## src/rv_pkg.sv

```systemverilog
`default_nettype none

package rv_pkg;

    localparam int xlen       = 32;
    localparam int reg_addr_w = 5;

    typedef logic [xlen-1:0]       word_t;
    typedef logic [reg_addr_w-1:0] reg_addr_t;

    typedef enum logic [6:0] {
        opc_op     = 7'b0110011,
        opc_op_imm = 7'b0010011,
        opc_load   = 7'b0000011,
        opc_store  = 7'b0100011,
        opc_branch = 7'b1100011,
        opc_jal    = 7'b1101111,
        opc_jalr   = 7'b1100111,
        opc_lui    = 7'b0110111,
        opc_auipc  = 7'b0010111
    } opcode_e;

    typedef enum logic [3:0] {
        alu_add, alu_sub, alu_and, alu_or, alu_xor, alu_sll, alu_srl, alu_sra,
        alu_slt, alu_sltu, alu_jalr_add, alu_pass_b
    } alu_op_e;

    typedef enum logic [2:0] {
        br_none, br_eq, br_ne, br_lt, br_ge, br_ltu, br_geu
    } br_op_e;

    typedef enum logic [1:0] {op1_rs1, op1_pc, op1_zero} op1_sel_e;
    typedef enum logic [1:0] {wb_alu, wb_mem, wb_pc_plus4} wb_sel_e;

    // field layouts of one instruction word
    typedef struct packed {
        logic [6:0] funct7;
        reg_addr_t  rs2;
        reg_addr_t  rs1;
        logic [2:0] funct3;
        reg_addr_t  rd;
        logic [6:0] opcode;
    } inst_r_t;

    typedef struct packed {
        logic [11:0] imm;
        reg_addr_t   rs1;
        logic [2:0]  funct3;
        reg_addr_t   rd;
        logic [6:0]  opcode;
    } inst_i_t;

    typedef struct packed {
        logic [6:0] imm_hi;
        reg_addr_t  rs2;
        reg_addr_t  rs1;
        logic [2:0] funct3;
        logic [4:0] imm_lo;
        logic [6:0] opcode;
    } inst_s_t;

    typedef struct packed {
        logic       imm_12;
        logic [5:0] imm_10_5;
        reg_addr_t  rs2;
        reg_addr_t  rs1;
        logic [2:0] funct3;
        logic [3:0] imm_4_1;
        logic       imm_11;
        logic [6:0] opcode;
    } inst_b_t;

    typedef struct packed {
        logic [19:0] imm;
        reg_addr_t   rd;
        logic [6:0]  opcode;
    } inst_u_t;

    typedef struct packed {
        logic       imm_20;
        logic [9:0] imm_10_1;
        logic       imm_11;
        logic [7:0] imm_19_12;
        reg_addr_t  rd;
        logic [6:0] opcode;
    } inst_j_t;

    typedef union packed {
        inst_r_t r;
        inst_i_t i;
        inst_s_t s;
        inst_b_t b;
        inst_u_t u;
        inst_j_t j;
    } inst_u;

    typedef struct packed {
        alu_op_e   alu_op;
        br_op_e    br_op;
        op1_sel_e  op1_sel;
        logic      op2_is_imm;
        logic      rf_wen;
        logic      mem_rd;
        logic      mem_wr;
        wb_sel_e   wb_sel;
        logic      is_jump;
        reg_addr_t rd;
        reg_addr_t rs1;
        reg_addr_t rs2;
    } ctrl_t;

    typedef struct packed {
        word_t addr;
        word_t wdata;
        logic  we;
    } dmem_req_t;

endpackage

`default_nettype wire
```

## src/rv_core.sv

```systemverilog
`default_nettype none

module rv_core #(
    parameter rv_pkg::word_t exit_addr = 'h1000,
    parameter rv_pkg::word_t reset_pc  = '0
) (
    input  logic              clk,
    input  logic              rst_n,
    output rv_pkg::word_t     imem_addr_o,
    input  rv_pkg::word_t     imem_data_i,
    output logic              dmem_valid_o,
    output rv_pkg::dmem_req_t dmem_req_o,
    input  logic              dmem_ready_i,
    input  rv_pkg::word_t     dmem_rdata_i,
    output logic              exit_o,
    output rv_pkg::word_t     gp_o
);
    import rv_pkg::*;

    ctrl_t ctrl;
    word_t imm;
    word_t pc;
    word_t next_pc;
    word_t alu;
    word_t rs1_data;
    word_t rs2_data;
    word_t wb_data;
    logic  exec;
    logic  retire;
    logic  rf_wen;

    assign imem_addr_o = pc;

    rv_pc_control #(
        .exit_addr(exit_addr),
        .reset_pc (reset_pc)
    ) i_rv_pc_control (
        .clk      (clk),
        .rst_n    (rst_n),
        .retire_i (retire),
        .next_pc_i(next_pc),
        .pc_o     (pc),
        .exec_o   (exec),
        .exit_o   (exit_o)
    );

    rv_decode i_rv_decode (
        .inst_i(imem_data_i), // word held steady while pc does not move
        .exec_i(exec),
        .ctrl_o(ctrl),
        .imm_o (imm)
    );

    rv_regfile i_rv_regfile (
        .clk       (clk),
        .rst_n     (rst_n),
        .rs1_i     (ctrl.rs1),
        .rs2_i     (ctrl.rs2),
        .rd_i      (ctrl.rd),
        .wen_i     (rf_wen),
        .wdata_i   (wb_data),
        .rs1_data_o(rs1_data),
        .rs2_data_o(rs2_data),
        .gp_o      (gp_o)
    );

    rv_execute i_rv_execute (
        .ctrl_i    (ctrl),
        .imm_i     (imm),
        .pc_i      (pc),
        .rs1_data_i(rs1_data),
        .rs2_data_i(rs2_data),
        .alu_o     (alu),
        .next_pc_o (next_pc)
    );

    rv_result i_rv_result (
        .clk         (clk),
        .rst_n       (rst_n),
        .exec_i      (exec),
        .ctrl_i      (ctrl),
        .alu_i       (alu),
        .pc_i        (pc),
        .rs2_data_i  (rs2_data),
        .dmem_valid_o(dmem_valid_o),
        .dmem_req_o  (dmem_req_o),
        .dmem_ready_i(dmem_ready_i),
        .dmem_rdata_i(dmem_rdata_i),
        .retire_o    (retire),
        .rf_wen_o    (rf_wen),
        .wb_data_o   (wb_data)
    );

endmodule

`default_nettype wire

```

## src/rv_pc_control.sv

```systemverilog
`default_nettype none

module rv_pc_control #(
    parameter rv_pkg::word_t exit_addr = 'h1000,
    parameter rv_pkg::word_t reset_pc  = '0
) (
    input  logic          clk,
    input  logic          rst_n,
    input  logic          retire_i,
    input  rv_pkg::word_t next_pc_i,
    output rv_pkg::word_t pc_o,
    output logic          exec_o,
    output logic          exit_o
);
    import rv_pkg::*;

    word_t pc_q;
    logic  exec_q; // 0 fetch, 1 execute

    always_ff @(posedge clk) begin
        if (!rst_n) begin
            pc_q   <= reset_pc;
            exec_q <= 1'b0;
        end else if (!exec_q) begin
            exec_q <= !exit_o; // parked in fetch once exit is reached
        end else if (retire_i) begin
            pc_q   <= next_pc_i;
            exec_q <= 1'b0;
        end
    end

    assign pc_o   = pc_q;
    assign exec_o = exec_q;
    assign exit_o = pc_q == exit_addr;

    // fetch address must stay word aligned
    assert property (@(posedge clk) disable iff (!rst_n) pc_q[1:0] == 2'b00)
        else $error("misaligned pc %h", pc_q);

endmodule

`default_nettype wire

```

## src/rv_result.sv

```systemverilog
`default_nettype none

module rv_result (
    input  logic              clk,
    input  logic              rst_n,
    input  logic              exec_i,
    input  rv_pkg::ctrl_t     ctrl_i,
    input  rv_pkg::word_t     alu_i,
    input  rv_pkg::word_t     pc_i,
    input  rv_pkg::word_t     rs2_data_i,
    output logic              dmem_valid_o,
    output rv_pkg::dmem_req_t dmem_req_o,
    input  logic              dmem_ready_i,
    input  rv_pkg::word_t     dmem_rdata_i,
    output logic              retire_o,
    output logic              rf_wen_o,
    output rv_pkg::word_t     wb_data_o
);
    import rv_pkg::*;

    logic mem_access;

    assign mem_access   = ctrl_i.mem_rd | ctrl_i.mem_wr;
    assign dmem_valid_o = exec_i & mem_access;

    always_comb begin
        dmem_req_o.addr  = alu_i;
        dmem_req_o.wdata = rs2_data_i;
        dmem_req_o.we    = ctrl_i.mem_wr;
    end

    // memory ops wait for the handshake
    assign retire_o = exec_i & (~mem_access | dmem_ready_i);
    assign rf_wen_o = retire_o & ctrl_i.rf_wen;

    always_comb begin
        case (ctrl_i.wb_sel)
            wb_mem:      wb_data_o = dmem_rdata_i; // valid in the transfer cycle
            wb_pc_plus4: wb_data_o = pc_i + word_t'(4);
            default:     wb_data_o = alu_i;
        endcase
    end

    assert property (@(posedge clk) disable iff (!rst_n)
        dmem_valid_o && !dmem_ready_i |=> dmem_valid_o && $stable(dmem_req_o))
        else $error("data request dropped or changed while stalled");

    assert property (@(posedge clk) disable iff (!rst_n)
        dmem_valid_o |-> dmem_req_o.addr[1:0] == 2'b00)
        else $error("misaligned data access at %h", dmem_req_o.addr);

endmodule

`default_nettype wire

```

## src/rv_execute.sv

```systemverilog
`default_nettype none

module rv_execute (
    input  rv_pkg::ctrl_t ctrl_i,
    input  rv_pkg::word_t imm_i,
    input  rv_pkg::word_t pc_i,
    input  rv_pkg::word_t rs1_data_i,
    input  rv_pkg::word_t rs2_data_i,
    output rv_pkg::word_t alu_o,
    output rv_pkg::word_t next_pc_o
);
    import rv_pkg::*;

    word_t op1;
    word_t op2;
    word_t sum;
    logic  br_taken;

    always_comb begin
        case (ctrl_i.op1_sel)
            op1_rs1: op1 = rs1_data_i;
            op1_pc:  op1 = pc_i;
            default: op1 = '0;
        endcase
    end

    assign op2 = ctrl_i.op2_is_imm ? imm_i : rs2_data_i;
    assign sum = op1 + op2;

    always_comb begin
        case (ctrl_i.alu_op)
            alu_add:      alu_o = sum;
            alu_sub:      alu_o = op1 - op2;
            alu_and:      alu_o = op1 & op2;
            alu_or:       alu_o = op1 | op2;
            alu_xor:      alu_o = op1 ^ op2;
            alu_sll:      alu_o = op1 << op2[4:0];
            alu_srl:      alu_o = op1 >> op2[4:0];
            alu_sra:      alu_o = word_t'($signed(op1) >>> op2[4:0]);
            alu_slt:      alu_o = {{(xlen-1){1'b0}}, $signed(op1) < $signed(op2)};
            alu_sltu:     alu_o = {{(xlen-1){1'b0}}, op1 < op2};
            alu_jalr_add: alu_o = {sum[xlen-1:1], 1'b0};
            default:      alu_o = op2; // lui
        endcase
    end

    always_comb begin
        case (ctrl_i.br_op)
            br_eq:   br_taken = rs1_data_i == rs2_data_i;
            br_ne:   br_taken = rs1_data_i != rs2_data_i;
            br_lt:   br_taken = $signed(rs1_data_i) < $signed(rs2_data_i);
            br_ge:   br_taken = $signed(rs1_data_i) >= $signed(rs2_data_i);
            br_ltu:  br_taken = rs1_data_i < rs2_data_i;
            br_geu:  br_taken = rs1_data_i >= rs2_data_i;
            default: br_taken = 1'b0;
        endcase
    end

    // jump targets come out of the alu
    assign next_pc_o = br_taken       ? pc_i + imm_i :
                       ctrl_i.is_jump ? alu_o :
                                        pc_i + word_t'(4);

endmodule

`default_nettype wire

```

## src/rv_regfile.sv

```systemverilog
`default_nettype none

module rv_regfile (
    input  logic              clk,
    input  logic              rst_n,
    input  rv_pkg::reg_addr_t rs1_i,
    input  rv_pkg::reg_addr_t rs2_i,
    input  rv_pkg::reg_addr_t rd_i,
    input  logic              wen_i,
    input  rv_pkg::word_t     wdata_i,
    output rv_pkg::word_t     rs1_data_o,
    output rv_pkg::word_t     rs2_data_o,
    output rv_pkg::word_t     gp_o
);
    import rv_pkg::*;

    word_t regs [1:31]; // x0 has no storage

    always_ff @(posedge clk) begin
        if (!rst_n) begin
            for (int k = 1; k < 32; k++) begin
                regs[k] <= '0;
            end
        end else if (wen_i && rd_i != '0) begin
            regs[rd_i] <= wdata_i;
        end
    end

    assign rs1_data_o = (rs1_i == '0) ? '0 : regs[rs1_i];
    assign rs2_data_o = (rs2_i == '0) ? '0 : regs[rs2_i];
    assign gp_o       = regs[3];

    // each retire is followed by a fetch cycle
    assert property (@(posedge clk) disable iff (!rst_n) wen_i |=> !wen_i)
        else $error("register write outside a single retire cycle");

endmodule

`default_nettype wire

```

## src/rv_decode.sv

```systemverilog
`default_nettype none

module rv_decode (
    input  rv_pkg::inst_u inst_i,
    input  logic          exec_i,
    output rv_pkg::ctrl_t ctrl_o,
    output rv_pkg::word_t imm_o
);
    import rv_pkg::*;

    word_t i_imm;
    word_t s_imm;
    word_t b_imm;
    word_t j_imm;
    word_t u_imm;
    logic  illegal;

    // shared by op and op_imm, alt picks sub / sra
    function automatic alu_op_e alu_func(input logic [2:0] funct3, input logic alt);
        case (funct3)
            3'b000:  alu_func = alt ? alu_sub : alu_add;
            3'b001:  alu_func = alu_sll;
            3'b010:  alu_func = alu_slt;
            3'b011:  alu_func = alu_sltu;
            3'b100:  alu_func = alu_xor;
            3'b101:  alu_func = alt ? alu_sra : alu_srl;
            3'b110:  alu_func = alu_or;
            default: alu_func = alu_and;
        endcase
    endfunction

    assign i_imm = {{20{inst_i.i.imm[11]}}, inst_i.i.imm};
    assign s_imm = {{20{inst_i.s.imm_hi[6]}}, inst_i.s.imm_hi, inst_i.s.imm_lo};
    assign b_imm = {{20{inst_i.b.imm_12}}, inst_i.b.imm_11, inst_i.b.imm_10_5,
                    inst_i.b.imm_4_1, 1'b0};
    assign j_imm = {{12{inst_i.j.imm_20}}, inst_i.j.imm_19_12, inst_i.j.imm_11,
                    inst_i.j.imm_10_1, 1'b0};
    assign u_imm = {inst_i.u.imm, 12'b0};

    always_comb begin
        ctrl_o         = '0;
        ctrl_o.alu_op  = alu_pass_b;
        ctrl_o.br_op   = br_none;
        ctrl_o.op1_sel = op1_zero;
        ctrl_o.wb_sel  = wb_alu;
        ctrl_o.rd      = inst_i.r.rd;
        ctrl_o.rs1     = inst_i.r.rs1;
        ctrl_o.rs2     = inst_i.r.rs2;
        imm_o          = '0;
        illegal        = 1'b0;
        case (inst_i.r.opcode)
            opc_op: begin
                ctrl_o.alu_op  = alu_func(inst_i.r.funct3, inst_i.r.funct7[5]);
                ctrl_o.op1_sel = op1_rs1;
                ctrl_o.rf_wen  = 1'b1;
            end
            opc_op_imm: begin
                // bit 30 only matters for srai
                ctrl_o.alu_op     = alu_func(inst_i.i.funct3,
                                             inst_i.i.funct3 == 3'b101 && inst_i.r.funct7[5]);
                ctrl_o.op1_sel    = op1_rs1;
                ctrl_o.op2_is_imm = 1'b1;
                ctrl_o.rf_wen     = 1'b1;
                imm_o             = i_imm;
            end
            opc_load: begin
                ctrl_o.alu_op     = alu_add;
                ctrl_o.op1_sel    = op1_rs1;
                ctrl_o.op2_is_imm = 1'b1;
                ctrl_o.rf_wen     = inst_i.i.funct3 == 3'b010;
                ctrl_o.mem_rd     = inst_i.i.funct3 == 3'b010; // lw only
                ctrl_o.wb_sel     = wb_mem;
                imm_o             = i_imm;
                illegal           = inst_i.i.funct3 != 3'b010;
            end
            opc_store: begin
                ctrl_o.alu_op     = alu_add;
                ctrl_o.op1_sel    = op1_rs1;
                ctrl_o.op2_is_imm = 1'b1;
                ctrl_o.mem_wr     = inst_i.s.funct3 == 3'b010; // sw only
                imm_o             = s_imm;
                illegal           = inst_i.s.funct3 != 3'b010;
            end
            opc_branch: begin
                case (inst_i.b.funct3)
                    3'b000:  ctrl_o.br_op = br_eq;
                    3'b001:  ctrl_o.br_op = br_ne;
                    3'b100:  ctrl_o.br_op = br_lt;
                    3'b101:  ctrl_o.br_op = br_ge;
                    3'b110:  ctrl_o.br_op = br_ltu;
                    3'b111:  ctrl_o.br_op = br_geu;
                    default: illegal      = 1'b1;
                endcase
                imm_o = b_imm;
            end
            opc_jal: begin
                ctrl_o.alu_op     = alu_add;
                ctrl_o.op1_sel    = op1_pc;
                ctrl_o.op2_is_imm = 1'b1;
                ctrl_o.rf_wen     = 1'b1;
                ctrl_o.wb_sel     = wb_pc_plus4;
                ctrl_o.is_jump    = 1'b1;
                imm_o             = j_imm;
            end
            opc_jalr: begin
                ctrl_o.alu_op     = alu_jalr_add;
                ctrl_o.op1_sel    = op1_rs1;
                ctrl_o.op2_is_imm = 1'b1;
                ctrl_o.rf_wen     = 1'b1;
                ctrl_o.wb_sel     = wb_pc_plus4;
                ctrl_o.is_jump    = 1'b1;
                imm_o             = i_imm;
            end
            opc_lui: begin
                ctrl_o.op2_is_imm = 1'b1; // pass_b of the u immediate
                ctrl_o.rf_wen     = 1'b1;
                imm_o             = u_imm;
            end
            opc_auipc: begin
                ctrl_o.alu_op     = alu_add;
                ctrl_o.op1_sel    = op1_pc;
                ctrl_o.op2_is_imm = 1'b1;
                ctrl_o.rf_wen     = 1'b1;
                imm_o             = u_imm;
            end
            default: illegal = 1'b1;
        endcase
    end

    // fetch phase may show any word, only the held instruction counts
    always_comb begin
        if (exec_i) begin
            assert (!illegal)
                else $error("unsupported instruction %h executed", inst_i);
        end
    end

endmodule

`default_nettype wire

```

## config.mk

```make
export PLATFORM = sky130hd
export DESIGN_NAME = rv_core
export DESIGN_NICKNAME = d
export VERILOG_FILES = /design/src/rv_pkg.sv /design/src/rv_core.sv /design/src/rv_pc_control.sv /design/src/rv_result.sv /design/src/rv_execute.sv /design/src/rv_regfile.sv /design/src/rv_decode.sv
export SDC_FILE = /design/constraint.sdc
export NUM_CORES = 2
export LEC_CHECK = 0
export BUFFER_PORTS_ARGS = -buffer_cell sky130_fd_sc_hd__buf_4
export CAP_MARGIN = 20
export CORE_MARGIN = 2
export CORE_UTILIZATION = 40
export CTS_CLUSTER_DIAMETER = 50
export CTS_CLUSTER_SIZE = 25
export DETAILED_ROUTE_END_ITERATION = 10
export GPL_TIMING_DRIVEN = 0
export PLACE_DENSITY = 0.57
export SLEW_MARGIN = 20
export SYNTH_ARGS = -nofsm -noshare
export SYNTH_HDL_FRONTEND = slang
export SYNTH_SLANG_ARGS = --single-unit
```

## constraint.sdc

```tcl
create_clock -name clk -period 13.47 [get_ports clk]
set_input_delay 0.6735 -clock clk [delete_from_list [all_inputs] [get_ports clk]]
set_output_delay 0.6735 -clock clk [all_outputs]
set_load 0.005 [all_outputs]
```

Word level (Yosys, flattened, before mapping)
Memories as Yosys holds them, arrays and structs flattened.
Cells that the tools add are included.
{"block": "totals", "reg_bits": 33, "ramBits": 992, "out_inout_bits": 131, "wordCells": 117, "memories": 1}
{"memory": "i_rv_regfile.regs", "words": 31, "width": 32, "read_ports": 3, "rd_ports_with_merged_regs": 0, "wr": 31, "line_no": "rv_regfile.sv:17", "text": "word_t regs [1:31];"}
{"block": "classes", "n_addsub": 4, "order_cmp": 6, "n_eq_ne": 38, "n_shift": 3, "n_mux": 35, "n_bitwise": 9, "reduce_logical": 19}
{"op": "32-bit case mux with 11 select lines", "n": 1}
{"op": "32-bit two-way mux", "n": 6}
{"op": "32-bit case mux with 5 select lines", "n": 1}
{"op": "32-bit less-than comparator", "n": 4}
{"op": "32-bit case mux with 2 select lines", "n": 2}
{"op": "32-bit adder", "n": 2}
{"op": "32-bit >= comparator", "n": 2}
{"op": "4-bit case mux with 7 select lines", "n": 2}
{"op": "32-bit by 3-bit adder with 32-bit output, second input constant", "n": 1}
{"op": "32-bit AND", "n": 1}
{"op": "32-bit by 13-bit equality test with 1-bit output, second input constant", "n": 1}
{"op": "32-bit equality test", "n": 1}
{"op": "32-bit inequality test", "n": 1}
{"op": "32-bit OR", "n": 1}
{"op": "32-bit OR reduction", "n": 1}
{"op": "32-bit by 5-bit left shift with 32-bit output", "n": 1}
{"op": "32-bit by 5-bit right shift with 32-bit output", "n": 1}
{"op": "32-bit by 5-bit >>> shifter with 32-bit output", "n": 1}
{"op": "32-bit subtractor", "n": 1}
{"op": "32-bit XOR", "n": 1}
{"op": "3-bit equality test, second input constant", "n": 7}
{"op": "7-bit by 6-bit equality test with 1-bit output, second input constant", "n": 3}
{"op": "7-bit equality test, second input constant", "n": 3}
{"op": "3-bit case mux with 6 select lines", "n": 1}
{"op": "other kinds (34)", "n": 68}

Longest topological paths before layout
{"block": "logic_depth", "word_depth": 13, "mapped_depth": 31, "depth_no_buf": 22}

Cells and area by module
Synthesis repeated with hierarchy kept, for this count alone.
{"block": "hier_totals", "cells_unflattened": 6482, "area_unflattened_um2": 72580.9}
{"module": "rv_regfile", "n_inst": 1, "cells_per_inst": 3769, "area_each_um2": 54604.9, "seq_area_each_um2": 30749.5}
{"module": "rv_execute", "n_inst": 1, "cells_per_inst": 2145, "area_each_um2": 13982.2, "seq_area_each_um2": 0.0}
{"module": "rv_result", "n_inst": 1, "cells_per_inst": 275, "area_each_um2": 1779.2, "seq_area_each_um2": 0.0}
{"module": "rv_pc_control", "n_inst": 1, "cells_per_inst": 153, "area_each_um2": 1308.8, "seq_area_each_um2": 660.6}
{"module": "rv_decode", "n_inst": 1, "cells_per_inst": 140, "area_each_um2": 905.9, "seq_area_each_um2": 0.0}

Worst setup path after synthesis
No wires, ideal clock.
{"block": "synth_path", "path_kind": "input port to flip-flop", "startpoint": "input port imem_data_i[20]", "endpoint": "memory i_rv_regfile.regs[10][28] in the netlist's numbering, data pin", "setup_time_ps": 263, "arrival_time_ps": 7461, "slack_ps": 5746, "stages": 27, "path_buffers": 8, "cell_sequence": "buf_6 -> buf_6 -> buf_2 -> buf_4 -> buf_4 -> buf_2 -> buf_2 -> mux4_2 -> mux4_2 -> nand2_1 -> a21oi_1 -> a21oi_1 -> ha_1 -> or3_1 -> a2111oi_0 -> o31ai_1 -> a311oi_2 -> nand3_1 -> a2111oi_2 -> o221ai_1 -> xnor2_1 -> nor2_1 -> or4b_4 -> a21boi_4 -> a221oi_4 -> buf_6 -> nor2_2"}
{"item": "from (decl)", "line_no": "rv_core.sv:10", "text": "input rv_pkg::word_t imem_data_i,"}
{"item": "to (decl)", "line_no": "rv_regfile.sv:17"}

==> results.md <==
* EDFF count, synth at 1024
* Clock Sinks at 1057
* Crit path top cell by count: a21oi_1
* Cell area power density at 122 nW/um^2
* Vert. Die Dim at 417 microns
* Area Overhead vs Synth at 13.9%
* Status: finished with violations
* CP bufs+invs at 8
* First-pass GRT wire length at 553000 microns
* Post-Synth Adder-Cell Area at 3.06%
* Worst r2r path cells at 22
* FFs w/ async S/R, synth at 0%
* Detailed-route wire length at 424000 microns
* Worst EP arrival at 13110 ps
* Core area at 169000 sq um
* Share of cells above drive strength 1 at 23.2%
* Leakage at 28.7 nW
* FF/Latch Area at 31400 sq um
* Cells after Synth at 5990
* DP Area at 73900 sq um
* Area share of and/or/nand/nor cells after synthesis at 13.2%
* Max Cap Viol at 0
* Nature of the critical path endpoint: primary output
* Num CTS Buffers at 104
* Cell taking the most area after synthesis: edfxtp_1
* Root Buffer: clkbuf_16
* Starting DRT DRC Count at 10770
* Worst Hold Class: in -> reg
* CP max FO at 10
* Largest family of logic cells by synthesized area: multiplexers
* Die Width at 417 microns
* Synth Area in Compound Gates at 11.7%
* Top FF cell, synth: edfxtp_1
* Row cnt at 151
* Total global routing overflow at 0
* Post-DRT Antenna Nets at 0
* Worst IR drop on VDD at 0.124 mV
* CP peak stage delay at 1130 ps
* Clock Path Buffers at 3
* Actual slew at the worst max-slew pin at 1400 ps
* Crit-path slowest cell: a21oi_1
* H-tree levels at 3
* Final worst path period share at 102%
* # setup viols final at 11
* Yosys reg bits at 1057
* Slew margin rel. at 6.70%
* Min Tclk post-route at 13790 ps
* Vias per inst at 7.12
* TritonRoute pass-1 iters at 6
* Final Non-Filler Cells at 8702
* IO Pins at 198
* WP data required at 12800 ps
* Final slew viol count at 0
* Crit start category: input port
* Failing checks: negative setup slack
* Synth top area share at 45.0%
* Crit path kind: in -> out
* XOR/XNOR Fraction of Synth Area at 0.897%
* Post-CTS Resized at 0
* Vias in the first global route at 59265
* Detailed placement HPWL at 325000 microns
* Initial antenna violation count at 29
* Max Clk Rate at 0.0725 GHz
* Setup TNS at -785 ps
* CTS tree: done
* Routability cong. at 1.10
* Top cells by count, synth: 1218 x nor2_1, 1024 x edfxtp_1, 555 x mux4_2, 380 x nand2_1, 316 x clkbuf_1
* YS warnings at 0
* Ranking of synthesized cells by area: edfxtp_1 45%, mux4_2 18%, nor2_1 6.7%
* Tot GR Track Use at 48.1%
* Most common cell in the netlist: nor2_1
* Largest net degree at the start of global routing at 33
* Worst hold stages at 4
* Post-route cell area at 77800 sq um
* Post-synthesis sequential area ratio at 46.0%
* Area of the multi-input gates at 34200 sq um
* Yosys cell types at 106
* PortBufs at 185
* Post-Syn Area at 68300 sq um
* RSZ-0062 raised after global routing: no
* Worst skew pair latency at 810 ps
* Delay-heaviest family, CP: buffers and inverters
* Nets at 6609
* Clock Pin Slew Worst Setup and Hold Paths at 80 ps
* Final Hold Fails at 0
* Levels on crit path at 25
* WL/cell at 48.7 microns
* DRC at 0
* Mean post-synth cell area at 11.4 sq um
* Number of post-CTS setup repair buffers at 0
* Clock skew at 65.2 ps
* Hold Buf Count CTS at 0
* Initial Util at 40.3%
* DR vias at 61979
* Final setup margin at -317 ps
* Dpl cells at 8483
* FILL cells at 15846
* Die area at 174000 sq um
* Mux cell area share after synthesis at 20.3%
cells in the final DEF, fill, tap and decap left out, types with 29 or more instances in the layout:
cell type	n
nand2_1	349
a21oi_1	261
nand2_4	30
nor2_2	33
nor3_1	160
buf_4	238
o211ai_1	41
edfxtp_1	1024
mux4_2	555
buf_2	157
conb_1	32
nand3_1	44
mux2_2	45
and3_1	36
a31oi_1	35
xnor2_1	43
inv_1	169
nor2_1	1214
a211oi_1	60
buf_6	29
or3_1	45
a221oi_1	31
mux2i_1	86
and2_1	29
dfxtp_1	33
clkbuf_1	267
buf_1	35
o31ai_1	35
a21o_1	83
o21ai_0	192
clkbuf_16	107
ha_1	162
o22ai_1	68
clkbuf_2	58
state kept, by name, indices dropped and copies added, names as in the netlist:
| signal | cells |
|---|---|
| i_rv_regfile.regs | 1024 |
| i_rv_pc_control.pc_o | 32 |
| i_rv_pc_control.exec_o | 1 |
power by group:
part           switching (mW)  internal (mW)
Combinational            1.71          0.686
Sequential              0.107           3.72
Clock                    1.55           1.73
worst register-to-register path: cells and delay by family, from the launching register on:
| kind | cells | cell delay, ps |
|---|---|---|
| AOI/OAI and AO/OA | 10 | 4920 |
| DFF | 1 | 420 |
| and+or+nand+nor | 6 | 1670 |
| adders and majority gates | 1 | 390 |
| buffers and inverters | 4 | 2680 |
| muxes | 1 | 470 |
cells by family (layout without fill, tap and decap cells):
family          count (synthesis)  count (layout)
compound gates               1160            1160
buf+inv                       748            1193
simple gates                 2103            2103
mux                           686             686
xor+xnor                       70              70
flops                        1057            1057
other cells                     1              50
fa+ha+maj                     165             165
layer usage:
metal  vias to the layer above  global-route usage, %  part of all wire, %
met1                     31000                   51.6                   31
met3                      1663                   18.0                   13
met4                        16                   46.0                   12
met2                      5727                   72.7                   44
met5                         -                 0.0278                0.030
li1                      23573                      -                    -
layout make-up:
class                      count  area share, %
multi-input combinational   4216           43.9
clock buffer                 115           3.48
clock inverter                80           1.32
sequential                  1057           40.4
inverter                     189          0.912
buffer                       559           3.39
antenna                       18         0.0579
tap                         2218           3.57
timing repair buffer         250           2.99
worst paths after layout:
check	startpoint	endpoint	slack, ps
worst min register to register	i_rv_pc_control.exec_o$_SDFF_PN0_	i_rv_pc_control.exec_o$_SDFF_PN0_	600
worst min-delay path	dmem_rdata_i[17]	i_rv_regfile.regs[7][17]$_SDFFCE_PN0P_	410
worst max-delay path	imem_data_i[21]	dmem_req_o[33]	-320
worst max register to register	i_rv_regfile.regs[20][2]$_SDFFCE_PN0P_	i_rv_regfile.regs[16][0]$_SDFFCE_PN0P_	2640
through the flow:
step,power (mW),setup slack [ps],utilization [%],hold slack [ps]
2_1_floorplan,4.99,5750,-,530
3_3_place_gp,6.10,-950,42.8,578
3_5_place_dp,6.13,345,43.6,581
4_1_cts,9.30,808,45.8,387
5_1_grt,9.58,270,45.9,416
6_report,9.50,-317,45.9,413
Note: power is estimated with default switching activity, not from simulation.
